File: src/hz_defines.svh
`ifndef HZ_DEFINES_SVH
`define HZ_DEFINES_SVH

// register file index width
`define HZ_REG_AW 5

// program counter width
`define HZ_PC_W 64

// major opcodes the decoder recognises
`define HZ_OP_LOAD  7'b0000011
`define HZ_OP_STORE 7'b0100011
`define HZ_OP_IMM   7'b0010011
`define HZ_OP_REG   7'b0110011

// anything else decodes as a no-register instruction

`endif

File: src/hz_pkg.sv
`default_nettype none

`include "hz_defines.svh"

package hz_pkg;

    // I-format view: load, op-imm
    typedef struct packed {
        logic [11:0]             imm;
        logic [`HZ_REG_AW-1:0]   rs1;
        logic [2:0]              funct3;
        logic [`HZ_REG_AW-1:0]   rd;
        logic [6:0]              opcode;
    } i_fmt_t;

    // S-format view: store, immediate split around rs2/rs1
    typedef struct packed {
        logic [6:0]              imm_hi;
        logic [`HZ_REG_AW-1:0]   rs2;
        logic [`HZ_REG_AW-1:0]   rs1;
        logic [2:0]              funct3;
        logic [4:0]              imm_lo;
        logic [6:0]              opcode;
    } s_fmt_t;

    typedef union packed {
        i_fmt_t i_fmt;
        s_fmt_t s_fmt;
    } instr_word_u;

    typedef enum logic [1:0] {
        cls_none,
        cls_alu,
        cls_load,
        cls_store
    } instr_class_e;

    typedef struct packed {
        logic                    valid;
        logic [`HZ_PC_W-1:0]     pc;
        instr_class_e            cls;
        logic [`HZ_REG_AW-1:0]   rs1;
        logic [`HZ_REG_AW-1:0]   rs2;
        logic [`HZ_REG_AW-1:0]   rd;
        logic                    uses_rs1;
        logic                    uses_rs2;
        logic                    writes_rd;
        // raw, sign not applied
        logic [11:0]             imm;
    } dec_instr_t;

    typedef enum logic [1:0] {
        hz_none,
        hz_load_ex,
        hz_load_mem,
        hz_store_load
    } hazard_e;

    typedef struct packed {
        logic                    valid;
        logic [`HZ_PC_W-1:0]     pc;
        logic [`HZ_REG_AW-1:0]   rd;
        logic                    writes_rd;
    } retire_t;

endpackage

`default_nettype wire

File: src/back_pipe.sv
`timescale 1ns/1ps
`default_nettype none

module back_pipe (
    input  wire logic               clk,
    input  wire logic               rst_n,
    input  wire hz_pkg::dec_instr_t id_slot,
    input  wire logic               stall,
    output hz_pkg::dec_instr_t      ex_slot,
    output hz_pkg::dec_instr_t      mem_slot,
    output hz_pkg::retire_t         retire
);

    import hz_pkg::*;

    logic       ex_vld;
    logic       mem_vld;
    logic       wb_vld;
    dec_instr_t ex_q;
    dec_instr_t mem_q;
    dec_instr_t wb_q;

    // bubble into execute on stall, later slots always move
    always_ff @(posedge clk or negedge rst_n) begin
        if (!rst_n) begin
            ex_vld  <= 1'b0;
            mem_vld <= 1'b0;
            wb_vld  <= 1'b0;
        end else begin
            ex_vld  <= id_slot.valid && !stall;
            mem_vld <= ex_vld;
            wb_vld  <= mem_vld;
        end
    end

    always_ff @(posedge clk) begin
        ex_q  <= id_slot;
        mem_q <= ex_q;
        wb_q  <= mem_q;
    end

    always_comb begin
        ex_slot        = ex_q;
        ex_slot.valid  = ex_vld;
        mem_slot       = mem_q;
        mem_slot.valid = mem_vld;
    end

    // one retire pulse per instruction leaving writeback
    always_comb begin
        retire.valid     = wb_vld;
        retire.pc        = wb_q.pc;
        retire.rd        = wb_q.rd;
        retire.writes_rd = wb_q.writes_rd;
    end

endmodule

`default_nettype wire

File: src/hazard_pipe_top.sv
`timescale 1ns/1ps
`default_nettype none

`include "hz_defines.svh"

module hazard_pipe_top (
    input  wire logic                 clk,
    input  wire logic                 rst_n,
    input  wire logic                 instr_valid,
    input  wire hz_pkg::instr_word_u  instr_word,
    input  wire logic [`HZ_PC_W-1:0]  instr_pc,
    output logic                      stall,
    output hz_pkg::hazard_e           cause,
    output hz_pkg::retire_t           retire
);

    import hz_pkg::*;

    dec_instr_t id_slot;
    dec_instr_t ex_slot;
    dec_instr_t mem_slot;

    id_stage u_id_stage (
        .clk         (clk),
        .rst_n       (rst_n),
        .instr_valid (instr_valid),
        .instr_word  (instr_word),
        .instr_pc    (instr_pc),
        .stall       (stall),
        .id_slot     (id_slot)
    );

    // decode holds and execute takes a bubble on the same stall level
    id_hazard u_id_hazard (
        .id_slot  (id_slot),
        .ex_slot  (ex_slot),
        .mem_slot (mem_slot),
        .stall    (stall),
        .cause    (cause)
    );

    back_pipe u_back_pipe (
        .clk      (clk),
        .rst_n    (rst_n),
        .id_slot  (id_slot),
        .stall    (stall),
        .ex_slot  (ex_slot),
        .mem_slot (mem_slot),
        .retire   (retire)
    );

endmodule

`default_nettype wire

File: src/id_hazard.sv
`timescale 1ns/1ps
`default_nettype none

module id_hazard (
    input  wire hz_pkg::dec_instr_t id_slot,
    input  wire hz_pkg::dec_instr_t ex_slot,
    input  wire hz_pkg::dec_instr_t mem_slot,
    output logic                    stall,
    output hz_pkg::hazard_e         cause
);

    import hz_pkg::*;

    logic load_ex_hit;
    logic load_mem_hit;
    logic store_load_hit;

    // does a load in a later slot produce a register the decode slot reads
    function automatic logic load_feeds(input dec_instr_t ld, input dec_instr_t dst);
        logic rs1_hit;
        logic rs2_hit;
        rs1_hit = dst.uses_rs1 && (dst.rs1 != '0) && (dst.rs1 == ld.rd);
        rs2_hit = dst.uses_rs2 && (dst.rs2 != '0) && (dst.rs2 == ld.rd);
        return ld.valid && (ld.cls == cls_load) && ld.writes_rd && (rs1_hit || rs2_hit);
    endfunction

    assign load_ex_hit  = load_feeds(ex_slot, id_slot);
    assign load_mem_hit = load_feeds(mem_slot, id_slot);

    // store then load to the same base and offset, keep them ordered
    assign store_load_hit = (id_slot.cls == cls_load)
                         && ex_slot.valid
                         && (ex_slot.cls == cls_store)
                         && (id_slot.rs1 == ex_slot.rs1)
                         && (id_slot.imm == ex_slot.imm);

    // priority: execute load, memory load, store-load
    always_comb begin
        cause = hz_none;
        if (id_slot.valid) begin
            if (load_ex_hit) begin
                cause = hz_load_ex;
            end else if (load_mem_hit) begin
                cause = hz_load_mem;
            end else if (store_load_hit) begin
                cause = hz_store_load;
            end
        end
    end

    // a load in writeback forwards, so nothing to check there
    assign stall = (cause != hz_none);

endmodule

`default_nettype wire

File: src/id_stage.sv
`timescale 1ns/1ps
`default_nettype none

`include "hz_defines.svh"

module id_stage (
    input  wire logic                 clk,
    input  wire logic                 rst_n,
    input  wire logic                 instr_valid,
    input  wire hz_pkg::instr_word_u  instr_word,
    input  wire logic [`HZ_PC_W-1:0]  instr_pc,
    input  wire logic                 stall,
    output hz_pkg::dec_instr_t        id_slot
);

    import hz_pkg::*;

    logic                slot_vld;
    instr_word_u         word_q;
    logic [`HZ_PC_W-1:0] pc_q;

    // instruction class writes a destination register
    logic                rd_used;

    // slot occupancy, held while stalled
    always_ff @(posedge clk or negedge rst_n) begin
        if (!rst_n) begin
            slot_vld <= 1'b0;
        end else if (!stall) begin
            slot_vld <= instr_valid;
        end
    end

    always_ff @(posedge clk) begin
        if (!stall && instr_valid) begin
            word_q <= instr_word;
            pc_q   <= instr_pc;
        end
    end

    always_comb begin
        id_slot       = '0;
        rd_used       = 1'b0;
        id_slot.valid = slot_vld;
        id_slot.pc    = pc_q;

        case (word_q.i_fmt.opcode)
            `HZ_OP_LOAD: begin
                id_slot.cls      = cls_load;
                id_slot.uses_rs1 = 1'b1;
                rd_used          = 1'b1;
                id_slot.imm      = word_q.i_fmt.imm;
            end
            `HZ_OP_IMM: begin
                id_slot.cls      = cls_alu;
                id_slot.uses_rs1 = 1'b1;
                rd_used          = 1'b1;
                id_slot.imm      = word_q.i_fmt.imm;
            end
            `HZ_OP_STORE: begin
                id_slot.cls      = cls_store;
                id_slot.uses_rs1 = 1'b1;
                id_slot.uses_rs2 = 1'b1;
                id_slot.imm      = {word_q.s_fmt.imm_hi, word_q.s_fmt.imm_lo};
            end
            `HZ_OP_REG: begin
                id_slot.cls      = cls_alu;
                id_slot.uses_rs1 = 1'b1;
                id_slot.uses_rs2 = 1'b1;
                rd_used          = 1'b1;
            end
            default: begin
                id_slot.cls = cls_none;
            end
        endcase

        // unused register fields read as x0
        if (id_slot.uses_rs1) begin
            id_slot.rs1 = word_q.i_fmt.rs1;
        end
        if (id_slot.uses_rs2) begin
            id_slot.rs2 = word_q.s_fmt.rs2;
        end
        if (rd_used) begin
            id_slot.rd = word_q.i_fmt.rd;
        end
        // x0 is never a real destination
        id_slot.writes_rd = rd_used && (word_q.i_fmt.rd != '0);
    end

endmodule

`default_nettype wire

File: config.mk
export PLATFORM = sky130hd
export DESIGN_NAME = hazard_pipe_top
export DESIGN_NICKNAME = d
export VERILOG_FILES = /design/src/hz_pkg.sv /design/src/back_pipe.sv /design/src/hazard_pipe_top.sv /design/src/id_hazard.sv /design/src/id_stage.sv
export VERILOG_INCLUDE_DIRS = /design/src
export SDC_FILE = /design/constraint.sdc
export NUM_CORES = 1
export LEC_CHECK = 0
export ABC_AREA = 1
export CORE_ASPECT_RATIO = 1.25
export CORE_MARGIN = 2
export CORE_UTILIZATION = 35
export DETAILED_ROUTE_END_ITERATION = 16
export DONT_BUFFER_PORTS = 1
export PLACE_DENSITY_LB_ADDON = 0.05
export SYNTH_ARGS = -nofsm -noshare
export SYNTH_HDL_FRONTEND = slang
export SYNTH_HIERARCHICAL = 1
export SYNTH_SLANG_ARGS = --single-unit
File: constraint.sdc
create_clock -name clk -period 7.8 [get_ports clk]
set_input_delay 0.39 -clock clk [delete_from_list [all_inputs] [get_ports clk]]
set_output_delay 0.39 -clock clk [all_outputs]
set_load 0.05 [all_outputs]
Yosys cells after proc, flatten, opt, wreduce, memory -nomap -nowiden
Cells that the tools add are included.
- register bits: 331
- output and inout port bits: 74
- eq/ne operators: 14
- muxes and demuxes: 11
- reductions and logical operators: 31
- operators with widths (cell ; count):
    5-bit equality test ; 5
    12-bit case mux with 2 select lines ; 1
    1-bit logical AND ; 19
    5-bit nonzero test ; 3
    7-bit by 6-bit equality test with 1-bit output (second input constant) ; 2
    12-bit equality test ; 1
    5-bit 2-to-1 mux ; 2
    2-bit equality test (second input constant) ; 4
    2-bit 2-to-1 mux ; 4
    7-bit by 2-bit equality test with 1-bit output (second input constant) ; 1
    7-bit by 5-bit equality test with 1-bit output (second input constant) ; 1
    2-bit case mux with 3 select lines ; 1
    2-bit OR reduction ; 3
    4-bit OR reduction ; 1
    1-bit 2-to-1 mux ; 3
    3-bit OR reduction ; 1
    1-bit logical OR ; 2
    2-bit nonzero test ; 1
    1-bit zero test ; 1

Longest topological paths before layout
- depth after elaboration: 15
- depth in mapped cells: 16
- mapped depth without buffers: 15

By module
The synthesis kept the hierarchy.
- by module, submodules not included (module ; times used ; cells an instance ; area each (µm²) ; sequential area each (µm²)):
    back_pipe ; 1 ; 270 ; 5352.6 ; 5320.1
    id_stage ; 1 ; 193 ; 3275.6 ; 2817.7
    id_hazard ; 1 ; 167 ; 747.0 ; 0.0

Least setup slack after synthesis
Ideal clock, no wire load.
- kind: register to register
- start point: register u_id_stage/word_q[3] (netlist bit)
- end point: register u_id_stage.pc_q[0] (enable)
- arrival: 6.083 ns
- data required time: 7.252 ns
- slack: 1.169 ns
- stages on the path, launching flop included: 11
- path buffers: 0
- clock period less this slack: 6.631 ns
- path through: edfxtp_1 nor2_1 nand3_1 nor2_1 xor2_1 nor2_1 nand3_1 nand2_1 nand2_1 a31oi_1 nor2_1
- RTL lines (element ; line ; source):
    from (decl) ; id_stage.sv:19 ; instr_word_u word_q;
    from (signal assigned) ; id_stage.sv:36 ; word_q <= instr_word;
    to (signal assigned) ; id_stage.sv:37 ; pc_q <= instr_pc;
    to (decl) ; id_stage.sv:20 ; logic [`HZ_PC_W-1:0] pc_q;

==> results.ini <==
[run_status]
status=finished clean

[synthesis]
syn-num-nets=698
ys_warn_count=6
syn_area_mm2=0.00875
synthCells=599
synth_area_per_cell_um2=14.6

[clocking]
numCtsBuffers=31
ctsResizeCount=0
clk_latency_ns=0.56
cts_sinks=328
clk_pin_slew_ns=0.06
cts_htree_levels=1
cts-root-buf=clkbuf_16
max-clock-path-buffers=3
cts_tree=yes

[critical_path]
critical_path_class=flip-flop to flip-flop
reg2reg_depth=14
crit_required_ns=7.97
cp-end-kind=flip-flop
path_cells=nor2_1 > nand3_1 > nor2_1 > inv_2 > nand2_1 > nand2_1 > nand2_1 > nor2_1 > nand3_1 > nand2_1 > nand2_1 > a31oi_2 > nor2_4 > buf_4
r2r_end=u_id_stage/pc_q[9]$_DFFE_PP_
rr_startpoint=u_id_stage/word_q[3]$_DFFE_PP_
startpoint_type=flip-flop
crit_fanout=80
slowest_delay_ns=0.91
cpMostUsedCell=nand2_1
cpMaxStageDelayCell=buf_4
worstPathArrival_ns=4.59
cp.buffers_inverters=2
critical_path.top_delay_family=simple AND/OR/NAND/NOR gates
rrSetupSlack_ns=3.38

[grt]
gr-total-overflow=0
track_usage=0.106
grt_pass1_vias=4336
grt_pass1_wl_um=22400
antenna_found_initial=0
grt_max_degree=81

[sta]
slew_headroom=0.267
hold_viol_final=0
whs_ns=0.0478
fin_skew_ns=0.0103
min_period_over_period=0.566
rsz0062_at_grt=no
max_freq_mhz=226
setup_viol=0
period_minus_slack_ns=4.42
drv_slew=0
worstMarginPinSlew_ns=1.10
setup_tns_ns=0

[cells_and_area]
final_cells=1073
synthToLayoutAreaGrowth_pct=27.0
diodes=0
layout_common_cells=dfxtp_1, dlygate4sd3_1, edfxtp_1
layout_commonest_cell=dfxtp_1
design_area_mm2=0.0111
drive_above_1_share=0.0834
nets=818

[routing]
ant_nets=0
avgViaCountPerCell=3.95
drt_iter0_drc=154
dr.pass1.iters=4
wl_per_cell_um=12.9
drt_wl_total_um=13800
vias=4235
drc=0

[place]
dpl-instance-area_mm2=0.00912
dp_hpwl_um=9070
portBuffers=0
gp_congestion=0.787
dpl.cell_count=922

[power]
total_leakage_power_nw=4.53
power-per-cell-area_mw_per_mm2=323
vdd_drop_max_uv=170

[die]
core-area_mm2=0.0245
pin_count=173
die_x_um=145
rows=64
die_h_um=181
start_util=0.357
fp.dieArea_mm2=0.0263

[hold_path]
hold_path_depth=2
hold_path_end=u_id_stage/slot_vld$_DFFE_PN0N_
hold_class=primary input to flip-flop
hold_start=instr_valid

[job]
maxCapViolations=0

-- power by group --
| group | leakage [nW] | switching (mW) | internal (mW) |
|---|---|---|---|
| combinational | 1.13 | 0.0354 | 0.0394 |
| clock | 0.511 | 0.610 | 0.901 |
| sequential | 2.89 | 0.130 | 1.88 |
| total | 4.53 | 0.775 | 2.82 |
-- worst register-to-register path: cells and delay by family, from the launching register on --
family / cells / cell delay (ns)
simple gates: 11 / 2.17
buf+inv: 2 / 1.00
flops: 1 / 0.39
compound gates: 1 / 0.42
-- flip-flops by register name, summed over array words and instances, names as in the netlist --
name / count
u_back_pipe/ex_slot: 89
u_back_pipe/retire: 70
u_id_stage/pc_q: 64
u_back_pipe/mem_slot: 72
u_id_stage/word_q: 29
u_back_pipe/mem_vld: 1
u_id_stage/slot_vld: 1
u_back_pipe/ex_vld: 1
u_back_pipe/wb_vld: 1
-- per-stage QoR --
step                       util  power (mW)  setup WS (ns)
after floorplan               -        2.07           1.17
after global placement    0.372        2.08           3.31
after detailed placement  0.372        2.09           3.26
after CTS                 0.454        3.66           3.25
after global routing      0.454        3.74           2.93
final                     0.454        3.59           3.38
-- final cells by class --
class                      count  area [µm²]
fill                        2229       13400
multi-input combinational    202         951
inverter                      61         229
tap                          330         413
sequential                   328        7520
timing repair buffer          95         948
clock inverter                10         123
clock buffer                  47         940
-- worst max path at each step --
stage | start | slack, ns | endpoint | cells past startpoint
floorplan | u_id_stage/word_q[3]$_DFFE_PP_ | 1.17 | u_id_stage/pc_q[0]$_DFFE_PP_ | 10
global placement | u_id_stage/word_q[3]$_DFFE_PP_ | 3.31 | u_id_stage/word_q[17]$_DFFE_PP_ | 14
detailed placement | u_id_stage/word_q[3]$_DFFE_PP_ | 3.26 | u_id_stage/pc_q[49]$_DFFE_PP_ | 14
CTS | u_id_stage/word_q[3]$_DFFE_PP_ | 3.25 | u_id_stage/pc_q[39]$_DFFE_PP_ | 14
global route | u_id_stage/word_q[3]$_DFFE_PP_ | 2.93 | u_id_stage/pc_q[0]$_DFFE_PP_ | 14
finish | u_id_stage/word_q[3]$_DFFE_PP_ | 3.38 | u_id_stage/pc_q[9]$_DFFE_PP_ | 14
-- repair_timing --
item	in CTS	in global routing
endpoints found under the hold margin	97	0
buffers inserted	0	0
endpoints found under the setup margin	0	0
hold buffers	94	0
-- per-layer routing --
metal	share of wire	GRT usage	vias up	wire [µm]
li1	-	-	2150	-
met4	0.026	0.0376	0	353
met1	0.42	0.129	1922	5830
met3	0.069	0.0326	32	950
met2	0.48	0.177	131	6680
met5	0	0	-	0
(Power assumes the default switching activity.)
